### src/design/cancid_pkg.sv
`default_nettype none

package cancid_pkg;

  // Stream contexts
  localparam int NUM_STREAMS = 64;
  localparam int SID_W       = 6;

  // DFA sizing
  localparam int STATE_W     = 4;
  localparam int PATTERN_LEN = 9;
  localparam int COUNT_W     = 16;

  // Literal to detect, first character in the top byte
  localparam logic [8*PATTERN_LEN-1:0] PATTERN = "USER ROOT";
  localparam logic [7:0] PATTERN_FIRST = PATTERN[8*PATTERN_LEN-1 -: 8];

  // AXI4-Lite sizing
  localparam int AXI_ADDR_W = 5;
  localparam int AXI_DATA_W = 32;
  localparam int AXI_STRB_W = AXI_DATA_W / 8;
  localparam logic [1:0] RESP_OKAY = 2'b00;

  // Register map, byte offsets
  localparam logic [AXI_ADDR_W-1:0] ADDR_CTRL  = 5'h00;
  localparam logic [AXI_ADDR_W-1:0] ADDR_EN_LO = 5'h04;
  localparam logic [AXI_ADDR_W-1:0] ADDR_EN_HI = 5'h08;
  localparam logic [AXI_ADDR_W-1:0] ADDR_COUNT = 5'h0C;
  localparam logic [AXI_ADDR_W-1:0] ADDR_FIRED = 5'h10;

  // CTRL register bit positions
  localparam int CTRL_CLEAR_BIT = 0;

  // Automaton state, 0 is idle and ACCEPT_STATE means full match
  typedef logic [STATE_W-1:0] dfa_state_t;

  localparam dfa_state_t ACCEPT_STATE = dfa_state_t'(PATTERN_LEN);

  // One beat of the byte stream
  typedef struct packed {
    logic             valid;
    logic             sop;
    logic             eop;
    logic [SID_W-1:0] sid;
    logic [7:0]       data;
  } byte_beat_t;

  // CSR block towards the detector core
  typedef struct packed {
    logic [NUM_STREAMS-1:0] enable_mask;
    logic                   clear;
  } csr_to_core_t;

  // Detector core status towards the CSR block
  typedef struct packed {
    logic [COUNT_W-1:0] count;
    logic               fired;
  } core_to_csr_t;

endpackage

`default_nettype wire

### src/design/pop3_dfa.sv
`timescale 1ns/1ps
`default_nettype none

module pop3_dfa (
  input  logic                   clk,
  input  logic                   rst_n,
  input  logic [7:0]             char_in,
  input  logic                   char_vld,
  input  cancid_pkg::dfa_state_t state_in,
  input  logic                   state_vld,
  output cancid_pkg::dfa_state_t state_out,
  output logic                   accept
);

  // Current automaton position
  cancid_pkg::dfa_state_t state_q;

  // Position the next byte is compared against
  cancid_pkg::dfa_state_t base_state;
  cancid_pkg::dfa_state_t next_state;

  // Case folded input byte
  logic [7:0] char_up;

  // Pattern byte expected at base_state
  logic [7:0] expect_char;

  // Fold a-z onto A-Z, everything else passes unchanged
  always_comb
  begin
    if (char_in >= 8'h61 && char_in <= 8'h7a)
      char_up = char_in - 8'h20;
    else
      char_up = char_in;
  end

  // ACCEPT scans on exactly like the idle state
  assign base_state = (state_q >= cancid_pkg::ACCEPT_STATE) ? '0 : state_q;

  // Select the pattern byte for this position
  assign expect_char =
    cancid_pkg::PATTERN[8*(cancid_pkg::PATTERN_LEN-1-int'(base_state)) +: 8];

  // Transition function
  always_comb
  begin
    if (char_up == expect_char)
      // Advance one position along the literal
      next_state = base_state + 1'b1;
    else if (char_up == cancid_pkg::PATTERN_FIRST)
      // A stray 'U' may start a fresh attempt
      next_state = cancid_pkg::dfa_state_t'(1);
    else
      next_state = '0;
  end

  // State register
  // A restored state wins over a byte in the same cycle
  always_ff @(posedge clk)
  begin
    if (!rst_n)
    begin
      state_q <= '0;
    end
    else if (state_vld)
    begin
      state_q <= state_in;
    end
    else if (char_vld)
    begin
      state_q <= next_state;
    end
  end

  assign state_out = state_q;

  // High for the whole cycle the automaton sits in ACCEPT
  assign accept = (state_q == cancid_pkg::ACCEPT_STATE);

endmodule

`default_nettype wire

### src/design/stream_tracker.sv
`timescale 1ns/1ps
`default_nettype none

module stream_tracker (
  input  logic                         clk,
  input  logic                         rst_n,
  input  cancid_pkg::byte_beat_t       beat_in,
  input  logic                         clear,
  output logic                         load_state,
  output logic                         new_stream,
  output logic [cancid_pkg::SID_W-1:0] sid
);

  // One bit per stream, set once a packet of that stream has started
  logic [cancid_pkg::NUM_STREAMS-1:0] seen;

  // Packet start seen on the input
  logic sop_hit;

  assign sop_hit = beat_in.valid && beat_in.sop;

  // Seen bitmap
  always_ff @(posedge clk)
  begin
    if (!rst_n)
    begin
      seen <= '0;
    end
    else if (clear)
    begin
      // Host wipes all stream history
      seen <= '0;
    end
    else if (sop_hit)
    begin
      seen[beat_in.sid] <= 1'b1;
    end
  end

  // Restore request towards the matcher, one cycle after sop
  always_ff @(posedge clk)
  begin
    if (!rst_n)
    begin
      load_state <= 1'b0;
      new_stream <= 1'b0;
    end
    else
    begin
      load_state <= sop_hit;
      // A clear in the sop cycle makes every stream new
      new_stream <= sop_hit && (clear || !seen[beat_in.sid]);
    end
  end

  // Stream id that goes with load_state
  always_ff @(posedge clk)
  begin
    if (sop_hit)
      sid <= beat_in.sid;
  end

endmodule

`default_nettype wire

### src/design/cancid_matcher.sv
`timescale 1ns/1ps
`default_nettype none

module cancid_matcher (
  input  logic                         clk,
  input  logic                         rst_n,
  input  cancid_pkg::byte_beat_t       beat_in,
  input  logic                         load_state,
  input  logic                         new_stream,
  input  logic [cancid_pkg::SID_W-1:0] load_sid,
  input  cancid_pkg::csr_to_core_t     csr_in,
  output cancid_pkg::core_to_csr_t     status
);

  // Saved automaton position per stream
  cancid_pkg::dfa_state_t state_mem [cancid_pkg::NUM_STREAMS];

  // Restore stage
  cancid_pkg::dfa_state_t state_in;
  logic                   state_in_vld;

  // Input register stage
  logic [7:0]                   char_r;
  logic                         valid_r;
  cancid_pkg::dfa_state_t       state_in_r;
  logic                         state_in_vld_r;
  logic                         eop_r;
  logic [cancid_pkg::SID_W-1:0] sid_r;

  // Alongside the DFA state register
  logic                         eop_dfa;
  logic [cancid_pkg::SID_W-1:0] sid_dfa;

  // DFA outputs and their register stage
  cancid_pkg::dfa_state_t       state_out;
  logic                         accept;
  cancid_pkg::dfa_state_t       state_out_r;
  logic                         accept_r;
  logic                         eop_out_r;
  logic [cancid_pkg::SID_W-1:0] sid_out_r;

  // Packet level match bookkeeping
  logic                           speculative_match;
  logic                           pkt_match;
  logic                           stream_en;
  logic [cancid_pkg::COUNT_W-1:0] count;
  logic                           fired;

  // Match in this packet so far, including the last byte's accept
  assign pkt_match = speculative_match || accept_r;
  assign stream_en = csr_in.enable_mask[sid_out_r];

  // Fetch saved state, or start a new stream from idle
  always_ff @(posedge clk)
  begin
    if (!rst_n)
      state_in_vld <= 1'b0;
    else
      state_in_vld <= load_state;
    if (load_state)
      state_in <= new_stream ? '0 : state_mem[load_sid];
  end

  // Single write port: end of packet save, else zero a new stream's slot
  always_ff @(posedge clk)
  begin
    if (eop_out_r && stream_en)
      state_mem[sid_out_r] <= state_out_r;
    else if (load_state && new_stream)
      state_mem[load_sid] <= '0;
  end

  // All DFA inputs and outputs registered for timing
  always_ff @(posedge clk)
  begin
    if (!rst_n)
    begin
      valid_r        <= 1'b0;
      state_in_vld_r <= 1'b0;
      eop_r          <= 1'b0;
      eop_dfa        <= 1'b0;
      eop_out_r      <= 1'b0;
      accept_r       <= 1'b0;
    end
    else
    begin
      // sop beat carries no character
      valid_r        <= beat_in.valid && !beat_in.sop;
      state_in_vld_r <= state_in_vld;
      eop_r          <= beat_in.valid && !beat_in.sop && beat_in.eop;
      eop_dfa        <= eop_r;
      eop_out_r      <= eop_dfa;
      accept_r       <= accept;
    end
    char_r      <= beat_in.data;
    sid_r       <= beat_in.sid;
    state_in_r  <= state_in;
    sid_dfa     <= sid_r;
    sid_out_r   <= sid_dfa;
    state_out_r <= state_out;
  end

  pop3_dfa u_dfa (
    .clk       (clk),
    .rst_n     (rst_n),
    .char_in   (char_r),
    .char_vld  (valid_r),
    .state_in  (state_in_r),
    .state_vld (state_in_vld_r),
    .state_out (state_out),
    .accept    (accept)
  );

  // Flag and count, finalised at the delayed eop
  always_ff @(posedge clk)
  begin
    if (!rst_n || csr_in.clear)
    begin
      speculative_match <= 1'b0;
      count             <= '0;
      fired             <= 1'b0;
    end
    else if (eop_out_r)
    begin
      // Disabled streams simply drop the flag
      speculative_match <= 1'b0;
      if (stream_en && pkt_match)
      begin
        count <= count + 1'b1;
        fired <= 1'b1;
      end
    end
    else if (load_state)
      speculative_match <= 1'b0;
    else if (accept_r)
      speculative_match <= 1'b1;
  end

  assign status.count = count;
  assign status.fired = fired;

endmodule

`default_nettype wire

### src/design/cancid_csr.sv
`timescale 1ns/1ps
`default_nettype none

module cancid_csr (
  input  logic                              clk,
  input  logic                              rst_n,
  input  logic [cancid_pkg::AXI_ADDR_W-1:0] awaddr,
  input  logic                              awvalid,
  output logic                              awready,
  input  logic [cancid_pkg::AXI_DATA_W-1:0] wdata,
  input  logic [cancid_pkg::AXI_STRB_W-1:0] wstrb,
  input  logic                              wvalid,
  output logic                              wready,
  output logic [1:0]                        bresp,
  output logic                              bvalid,
  input  logic                              bready,
  input  logic [cancid_pkg::AXI_ADDR_W-1:0] araddr,
  input  logic                              arvalid,
  output logic                              arready,
  output logic [cancid_pkg::AXI_DATA_W-1:0] rdata,
  output logic [1:0]                        rresp,
  output logic                              rvalid,
  input  logic                              rready,
  input  cancid_pkg::core_to_csr_t          status,
  output cancid_pkg::csr_to_core_t          ctrl
);

  logic wr_go;
  logic wr_fire;
  logic rd_go;
  logic rd_fire;
  logic [cancid_pkg::AXI_DATA_W-1:0] rd_mux;

  // Accept AW and W together once both are present and no response pending
  assign wr_go   = awvalid && wvalid && !awready && !bvalid;
  assign wr_fire = awready && awvalid && wready && wvalid;
  assign rd_go   = arvalid && !arready && !rvalid;
  assign rd_fire = arready && arvalid;

  // Never an error response
  assign bresp = cancid_pkg::RESP_OKAY;
  assign rresp = cancid_pkg::RESP_OKAY;

  // Write channel handshake
  always_ff @(posedge clk)
  begin
    if (!rst_n)
    begin
      awready <= 1'b0;
      wready  <= 1'b0;
      bvalid  <= 1'b0;
    end
    else
    begin
      awready <= wr_go;
      wready  <= wr_go;
      if (wr_fire)
        bvalid <= 1'b1;
      else if (bready)
        bvalid <= 1'b0;
    end
  end

  // Register writes, byte lanes honour wstrb
  always_ff @(posedge clk)
  begin
    if (!rst_n)
    begin
      ctrl <= '0;
    end
    else
    begin
      // Clear is a one cycle pulse
      ctrl.clear <= wr_fire && (awaddr == cancid_pkg::ADDR_CTRL) && wstrb[0] &&
                    wdata[cancid_pkg::CTRL_CLEAR_BIT];
      for (int b = 0; b < cancid_pkg::AXI_STRB_W; b++)
      begin
        if (wr_fire && wstrb[b] && awaddr == cancid_pkg::ADDR_EN_LO)
          ctrl.enable_mask[8*b +: 8] <= wdata[8*b +: 8];
        if (wr_fire && wstrb[b] && awaddr == cancid_pkg::ADDR_EN_HI)
          ctrl.enable_mask[cancid_pkg::AXI_DATA_W + 8*b +: 8] <= wdata[8*b +: 8];
      end
    end
  end

  // Read decode, unmapped offsets return zero
  always_comb
  begin
    rd_mux = '0;
    case (araddr)
      cancid_pkg::ADDR_EN_LO: rd_mux = ctrl.enable_mask[cancid_pkg::AXI_DATA_W-1:0];
      cancid_pkg::ADDR_EN_HI: rd_mux = ctrl.enable_mask[cancid_pkg::NUM_STREAMS-1 -: 32];
      cancid_pkg::ADDR_COUNT: rd_mux[cancid_pkg::COUNT_W-1:0] = status.count;
      cancid_pkg::ADDR_FIRED: rd_mux[0] = status.fired;
      default: rd_mux = '0;
    endcase
  end

  // Read channel, data sampled at the AR handshake
  always_ff @(posedge clk)
  begin
    if (!rst_n)
    begin
      arready <= 1'b0;
      rvalid  <= 1'b0;
    end
    else
    begin
      arready <= rd_go;
      if (rd_fire)
        rvalid <= 1'b1;
      else if (rready)
        rvalid <= 1'b0;
    end
    if (rd_fire)
      rdata <= rd_mux;
  end

endmodule

`default_nettype wire

### src/design/cancid_top.sv
`timescale 1ns/1ps
`default_nettype none

module cancid_top (
  input  logic                              clk,
  input  logic                              rst_n,
  input  cancid_pkg::byte_beat_t            beat_in,
  input  logic [cancid_pkg::AXI_ADDR_W-1:0] awaddr,
  input  logic                              awvalid,
  output logic                              awready,
  input  logic [cancid_pkg::AXI_DATA_W-1:0] wdata,
  input  logic [cancid_pkg::AXI_STRB_W-1:0] wstrb,
  input  logic                              wvalid,
  output logic                              wready,
  output logic [1:0]                        bresp,
  output logic                              bvalid,
  input  logic                              bready,
  input  logic [cancid_pkg::AXI_ADDR_W-1:0] araddr,
  input  logic                              arvalid,
  output logic                              arready,
  output logic [cancid_pkg::AXI_DATA_W-1:0] rdata,
  output logic [1:0]                        rresp,
  output logic                              rvalid,
  input  logic                              rready
);

  // Tracker to matcher restore request
  logic                         load_state;
  logic                         new_stream;
  logic [cancid_pkg::SID_W-1:0] load_sid;

  // Host control and detector status
  cancid_pkg::csr_to_core_t csr_ctrl;
  cancid_pkg::core_to_csr_t core_status;

  stream_tracker u_tracker (
    .clk        (clk),
    .rst_n      (rst_n),
    .beat_in    (beat_in),
    .clear      (csr_ctrl.clear),
    .load_state (load_state),
    .new_stream (new_stream),
    .sid        (load_sid)
  );

  cancid_matcher u_matcher (
    .clk        (clk),
    .rst_n      (rst_n),
    .beat_in    (beat_in),
    .load_state (load_state),
    .new_stream (new_stream),
    .load_sid   (load_sid),
    .csr_in     (csr_ctrl),
    .status     (core_status)
  );

  cancid_csr u_csr (
    .clk     (clk),
    .rst_n   (rst_n),
    .awaddr  (awaddr),
    .awvalid (awvalid),
    .awready (awready),
    .wdata   (wdata),
    .wstrb   (wstrb),
    .wvalid  (wvalid),
    .wready  (wready),
    .bresp   (bresp),
    .bvalid  (bvalid),
    .bready  (bready),
    .araddr  (araddr),
    .arvalid (arvalid),
    .arready (arready),
    .rdata   (rdata),
    .rresp   (rresp),
    .rvalid  (rvalid),
    .rready  (rready),
    .status  (core_status),
    .ctrl    (csr_ctrl)
  );

endmodule

`default_nettype wire

### config.mk
export PLATFORM = sky130hd
export DESIGN_NAME = cancid_top
export DESIGN_NICKNAME = d
export VERILOG_FILES = /design/src/design/cancid_pkg.sv /design/src/design/pop3_dfa.sv /design/src/design/stream_tracker.sv /design/src/design/cancid_matcher.sv /design/src/design/cancid_csr.sv /design/src/design/cancid_top.sv
export SDC_FILE = /design/constraint.sdc
export NUM_CORES = 1
export LEC_CHECK = 0
export BUFFER_PORTS_ARGS = -buffer_cell sky130_fd_sc_hd__buf_2
export CAP_MARGIN = 40
export CORE_UTILIZATION = 61
export CTS_BUF_LIST = sky130_fd_sc_hd__clkbuf_16
export DETAILED_ROUTE_END_ITERATION = 12
export PLACE_DENSITY = 0.9
export SYNTH_ARGS = -nofsm -noshare
export SYNTH_HDL_FRONTEND = slang
export SYNTH_SLANG_ARGS = --single-unit
### constraint.sdc
create_clock -name clk -period 5.8 [get_ports clk]
set_input_delay 1.16 -clock clk [delete_from_list [all_inputs] [get_ports clk]]
set_output_delay 1.16 -clock clk [all_outputs]
set_load 0.05 [all_outputs]
==> impl_metrics.tcl, run 1 <==
set metrics [dict create \
    outcome "complete, no violations" \
    drc 0 \
    htree_num_levels 2 \
    area_delta_synth_final_pct 12.3 \
    antenna_found_initial 0 \
    rr_worst_depth 8 \
    crit_top_cell "mux4_2" \
    r2r_setup_slack_ps 1350 \
    synthesis.area_per_instance_um2 13.8 \
    path_clk_slew_ps 70 \
    cts_buffers 47 \
    swShare_pct 21.8 \
    grt_max_degree 82 \
    hold_class "reg -> reg" \
    postCtsResizedCells 0 \
    place_area_um2 21400 \
    grt_pass1_vias 13067 \
    fillers 2025 \
    io_buffers 106 \
    syn_inst 1477 \
    vias 13242 \
    synth_edf_count 298 \
    clock_skew_ps 15.3 \
    design.core.area_um2 32700 \
    async_flop_share_pct 0 \
    io_pins 111 \
    slowest_stage "dfxtp_1" \
    die_h_um 185 \
    period_share_pct 76.8 \
    cts_setup_buffers 0 \
    internal-power_mw 5.59 \
    grt_overflow_total 0 \
    dpl.hpwl_mm 31.0 \
    cts-root-buf "clkbuf_16" \
    crit_arrival_ps 4660 \
    worstMarginPinSlew_ps 946 \
    place_inst 1967 \
    drt-initial-drc-count 1729 \
    drive_gt1_share_pct 21.8 \
    p_sw_mw 1.56 \
    via_per_inst 6.44 \
    yosysWarnings 0 \
    drtPass1Iterations 6 \
    p_per_area_nw_per_um2 312 \
    slew_headroom_pct 36.4 \
    endpoint "u_matcher.state_mem[54][0]" \
    required_ps 6000 \
    gr-usage-all-layers_pct 29.3 \
    fin_hold_ws_ps 326 \
    power_frac_clock_pct 42.3 \
    dieArea_um2 34200 \
    reg2reg_to "u_matcher.state_mem[54][0]" \
    p_comb_share_pct 5.2 \
    r2r_start "u_matcher.sid_out_r[0]" \
    wl_per_cell_um 24.1 \
    final_nets 1651 \
    max_freq_mhz 225 \
    finalPower_mw 7.15 \
    drv_slew 0 \
    die_x_um 185 \
    clock_path_buffers 3 \
    max_stage_delay_ps 840 \
    path_class "reg -> reg" \
    wl_mm 49.5 \
    critPathLaunchType "flip-flop" \
    ant_nets 0 \
    insertion_delay_ps 550 \
    grt_pass1_wl_mm 75.3 \
    clock_sinks 496 \
    p_leak_nw 8.17 \
    synth_seq_cells 496 \
    vdd_drop_max_v 0.000280 \
    cp-end-kind "flip-flop" \
    initial_utilization_pct 62.4 \
    antenna-diode-count 0 \
    multi_input_area_um2 7100 \
    cp_max_fo 17 \
    synth_flop_cell "edfxtp_1" \
    regArea_um2 12900 \
    pwr-share-seq_pct 52.5 \
    fin_tns_setup_ps 0 \
    cts_hold_buf 0 \
    cts_tree "yes" \
    crit_chain "mux4_2 -> mux4_2 -> mux2i_1 -> nor4b_2 -> nor2_4 -> and3_4 -> a41oi_2 -> nor2_1" \
    cap_viol_max_count 0 \
    setup_viol 0 \
    setup_slack_ps 1350 \
    period_needed_ps 4450 \
    rows 66 \
    place_ws_ps 1420 \
    fin_cells 2055 \
    synth.distinct_cells 70 \
    design_area_um2 22900 \
    rsz0062_at_grt "false" \
    yosysSeqAreaShare_pct 63.2 \
    critPathLaunch "u_matcher.sid_out_r[0]" \
    final_util_pct 70.1 \
    gp_congestion 0.941 \
    syn_area_um2 20400 \
    hold_viol_final 0 \
]
## worst min path at each step
stage / start / to / cells after the start
6_report: u_matcher.sid_dfa[5] / u_matcher.sid_out_r[5] / 0
5_1_grt: u_matcher.sid_r[5] / u_matcher.sid_dfa[5] / 0
4_1_cts: u_matcher.sid_dfa[5] / u_matcher.sid_out_r[5] / 0
3_5_place_dp: u_matcher.sid_dfa[5] / u_matcher.sid_out_r[5] / 0
3_3_place_gp: u_matcher.sid_r[0] / u_matcher.sid_dfa[0] / 0
2_1_floorplan: u_matcher.sid_r[0] / u_matcher.sid_dfa[0] / 0
## registers in the layout (all words and copies together), names as in the netlist, 4 cells and up
signal	count
u_matcher.state_out_r	4
u_matcher.state_in_r	4
u_matcher.state_mem	256
u_matcher.u_dfa.state_out	4
u_matcher.sid_dfa	6
u_csr.rdata	32
u_tracker.sid	6
u_csr.ctrl	65
u_matcher.count	16
u_tracker.seen	64
u_matcher.sid_out_r	6
u_matcher.char_r	8
u_matcher.state_in	4
u_matcher.sid_r	6
## critical path: cells and delay by family (launching register included)
family | cells | cell delay, ps
and+or+nand+nor | 4 | 1410
muxes | 3 | 1380
DFF | 1 | 840
AOI/OAI and AO/OA | 1 | 460
## metal layers
| metal | track usage (%) | vias to the layer above | share of wire, % | wire [µm] |
|---|---|---|---|---|
| met5 | 0 | - | 0 | 0 |
| li1 | - | 5735 | - | - |
| met3 | 4.60 | 152 | 9.6 | 4770 |
| met1 | 38.5 | 6511 | 37 | 18400 |
| met4 | 11.1 | 0 | 3.8 | 1860 |
| met2 | 49.5 | 844 | 49 | 24400 |
## synthesized netlist by cell type, types with 4 or more instances
cell / number / area share [%]
mux4_2: 107 / 12
and3_1: 12 / 0.37
o22ai_1: 7 / 0.21
nand4_1: 8 / 0.25
nor4_1: 7 / 0.21
nand3_1: 22 / 0.54
nor3_1: 20 / 0.49
clkbuf_1: 65 / 1.2
nand2b_1: 8 / 0.25
mux2i_1: 96 / 4.7
nor2b_1: 20 / 0.61
a211oi_1: 4 / 0.15
o211ai_1: 4 / 0.15
nand3b_1: 7 / 0.26
buf_1: 13 / 0.24
buf_4: 6 / 0.22
edfxtp_1: 298 / 44
o21a_1: 4 / 0.15
inv_1: 15 / 0.28
dfxtp_1: 198 / 19
a21oi_1: 76 / 1.9
nor2_1: 242 / 4.4
nor3b_1: 11 / 0.40
mux2_2: 9 / 0.50
nand2_1: 60 / 1.1
o21ai_0: 31 / 0.76
xor2_1: 9 / 0.39
a22oi_1: 5 / 0.18
xnor2_1: 10 / 0.43
ha_1: 6 / 0.37
a31oi_1: 11 / 0.34
a22o_1: 16 / 0.69
and2_1: 11 / 0.34
## power by group through the flow
stage          clock network [mW]  logic (mW)  registers, mW
6_report                     3.02       0.369           3.76
5_1_grt                      3.17       0.387           3.76
4_1_cts                      3.03       0.365           3.75
3_5_place_dp                    0       0.359           3.83
3_3_place_gp                    0       0.341           3.83
2_1_floorplan                   0       0.246           3.83
## layout make-up
type | count | share of cell area [%]
clock buffer | 47 | 5.13
clock inverter | 40 | 1.46
inverter | 15 | 0.246
multi-input combinational | 879 | 31.0
sequential | 496 | 56.3
tap | 442 | 2.41
timing repair buffer | 136 | 3.42
## cell families (layout without fill, tap and decap cells)
family | count (synthesis) | after routing | share of synthesized area [%]
XOR/XNOR | 19 | 19 | 0.815
flip-flops | 496 | 496 | 63.2
other | 1 | 4 | 0.0184
AND/OR/NAND/NOR | 446 | 446 | 10.1
AO/OA/AOI/OAI | 186 | 186 | 5.72
buffers and inverters | 105 | 238 | 2.21
multiplexers | 218 | 218 | 17.6
adder cells (fa/ha/maj) | 6 | 6 | 0.368
## layout by cell type (no fill, tap or decap), types with 23 or more instances in the layout
cell type  count
inv_1         23
buf_4         26
o21ai_0       31
a21oi_1       76
edfxtp_1     298
mux2i_1       96
dfxtp_1      198
nand2_1       60
buf_2        108
mux4_2       107
nor2_1       242
clkbuf_16     47
(Power assumes the default switching activity.)
==> run 2, diff against run 1 <==
Settings changed: CORE_UTILIZATION 61 to 55, PLACE_DENSITY 0.9 to 0.86.
Clock period 5.8 ns to 3.79 ns, I/O delays scaled along.
==> run 2 against run 1 <==
Net effect:
- register-to-register slack worse by 1200 ps
- worst setup slack worse by 1200 ps
- maximum frequency rose by 23%
- core utilization fell by 6.8 points
- critical path type unchanged
- clock power up 49%
- critical endpoint is now u_matcher.state_mem[35][3]
==> impl_metrics.tcl, run 2 (synthesized netlist as in run 1, its figures left out) <==
set metrics [dict create \
    outcome "complete, no violations" \
    max_freq_mhz 276 \
    gr-usage-met1_pct 33.4 \
    rsz0062_at_grt "false" \
    design.core.area_um2 36600 \
    wl_per_cell_um 23.9 \
    layout.cells.most_common_list "edfxtp_1 (298), nor2_1 (231), dfxtp_1 (198)" \
    required_ps 4000 \
    die_x_um 195 \
    place_ws_ps -12.1 \
    setup_slack_ps 173 \
    design_area_um2 23200 \
    grt_pass1_vias 13318 \
    cts_buffers 48 \
    clock_sinks 496 \
    final_nets 1668 \
    p_per_area_nw_per_um2 468 \
    io_pins 111 \
    htree_num_levels 2 \
    p_leak_nw 8.28 \
    rows 70 \
    clock_path_buffers 3 \
    vdd_drop_max_v 0.000333 \
    drv_slew 0 \
    die_h_um 195 \
    insertion_delay_ps 570 \
    grt_overflow_total 0 \
    area_delta_synth_final_pct 13.4 \
    io_buffers 106 \
    path_clk_slew_ps 60 \
    drtPass1Iterations 5 \
    crit_chain "buf_12 -> mux4_2 -> mux4_2 -> mux2i_1 -> nor4b_2 -> nor2_4 -> buf_4 -> nor4b_1 -> a31oi_1 -> buf_4 -> nor2_1" \
    max_stage_delay_ps 530 \
    top_register "u_matcher.state_mem" \
    critPathLaunch "u_matcher.sid_out_r[0]" \
    grt_pass1_wl_mm 76.8 \
    slew_headroom_pct 38.3 \
    drt-initial-drc-count 1408 \
    largest_reg_flops 256 \
    vias 13326 \
    dieArea_um2 37900 \
    drc 0 \
    hold_class "in -> reg" \
    crit_arrival_ps 3830 \
    antenna-diode-count 0 \
    gr-usage-all-layers_pct 26.4 \
    cp-end-kind "flip-flop" \
    wl_mm 50.1 \
    r2r_start "u_matcher.sid_out_r[0]" \
    fin_hold_ws_ps 293 \
    hold_start "beat_in[7]" \
    met3_usage_pct 4.16 \
    antenna_found_initial 1 \
    grt_max_degree 73 \
    cap_viol_max_count 0 \
    initial_utilization_pct 55.8 \
    slowest_stage "mux4_2" \
    path_class "reg -> reg" \
    critPathLaunchType "flip-flop" \
    dpl.hpwl_mm 31.1 \
    grt-busiest-layer "met2" \
    period_needed_ps 3620 \
    top_regs "u_matcher.state_mem (256), u_csr.ctrl (65), u_tracker.seen (64)" \
    period_share_pct 95.4 \
    hold_viol_final 0 \
    place_area_um2 21600 \
    worstMarginPinSlew_ps 922 \
    drive_gt1_share_pct 23.0 \
    grt_util_met2_pct 45.7 \
    clock_skew_ps 23.5 \
    setup_viol 0 \
    final_util_pct 63.2 \
    layout_commonest_cell "edfxtp_1" \
    via_per_inst 6.35 \
    cts_tree "yes" \
    cts-root-buf "clkbuf_16" \
    gp_congestion 0.879 \
    ant_nets 0 \
    cp_max_fo 28 \
]
-- run 2: worst paths after layout --
path / to / slack, ps / cells after the start
setup reg to reg: u_matcher.state_mem[35][3] / 170 / 11
hold reg to reg: u_matcher.sid_dfa[5] / 330 / 0
setup / recovery: u_matcher.state_mem[35][3] / 170 / 11
hold / removal: u_matcher.char_r[7] / 290 / 1
-- run 2: final cells by class --
class	instances	area (µm²)
Fill cell	2473	13500
Tap cell	468	586
Timing Repair Buffer	152	981
Clock buffer	48	1200
Clock inverter	39	275
Multi-Input combinational cell	879	7140
Inverter	15	56.3
Sequential cell	496	12900
-- run 2: metal layers --
metal	share of wire (%)	routed length (µm)
met1	38	19000
met2	51	25400
met3	7.7	3880
met4	3.7	1860
met5	0.024	12
-- run 2: critical path: cells and delay by family (launching register included) --
family                 cells  cell delay, ps
and+or+nand+nor            4             910
DFF                        1             360
buffers and inverters      3             650
muxes                      3            1230
AOI/OAI and AO/OA          1              80
-- run 2: power breakdown --
part / internal, mW / switching, mW / leakage (nW)
clock network: 2.51 / 2.00 / 0.779
registers: 5.70 / 0.0406 / 4.40
logic: 0.241 / 0.346 / 3.10
total: 8.46 / 2.39 / 8.28
-- run 2: timing repair --
item,4_1_cts,5_1_grt
pin swaps,0,0
setup buffers,0,7
cloned,0,0
hold buffers,0,0
resized for setup,1,11
setup endpoints to repair,4,76
-- run 2: stage by stage --
stage | setup TNS (ps) | cells | power, mW
floorplan | -94640 | 1480 | 6.24
global route | 0 | 2097 | 11.1
finish | 0 | 2097 | 10.8
global placement | 0 | 1998 | 6.40
detailed placement | -48.2 | 2002 | 6.43
CTS | -107 | 2089 | 10.9
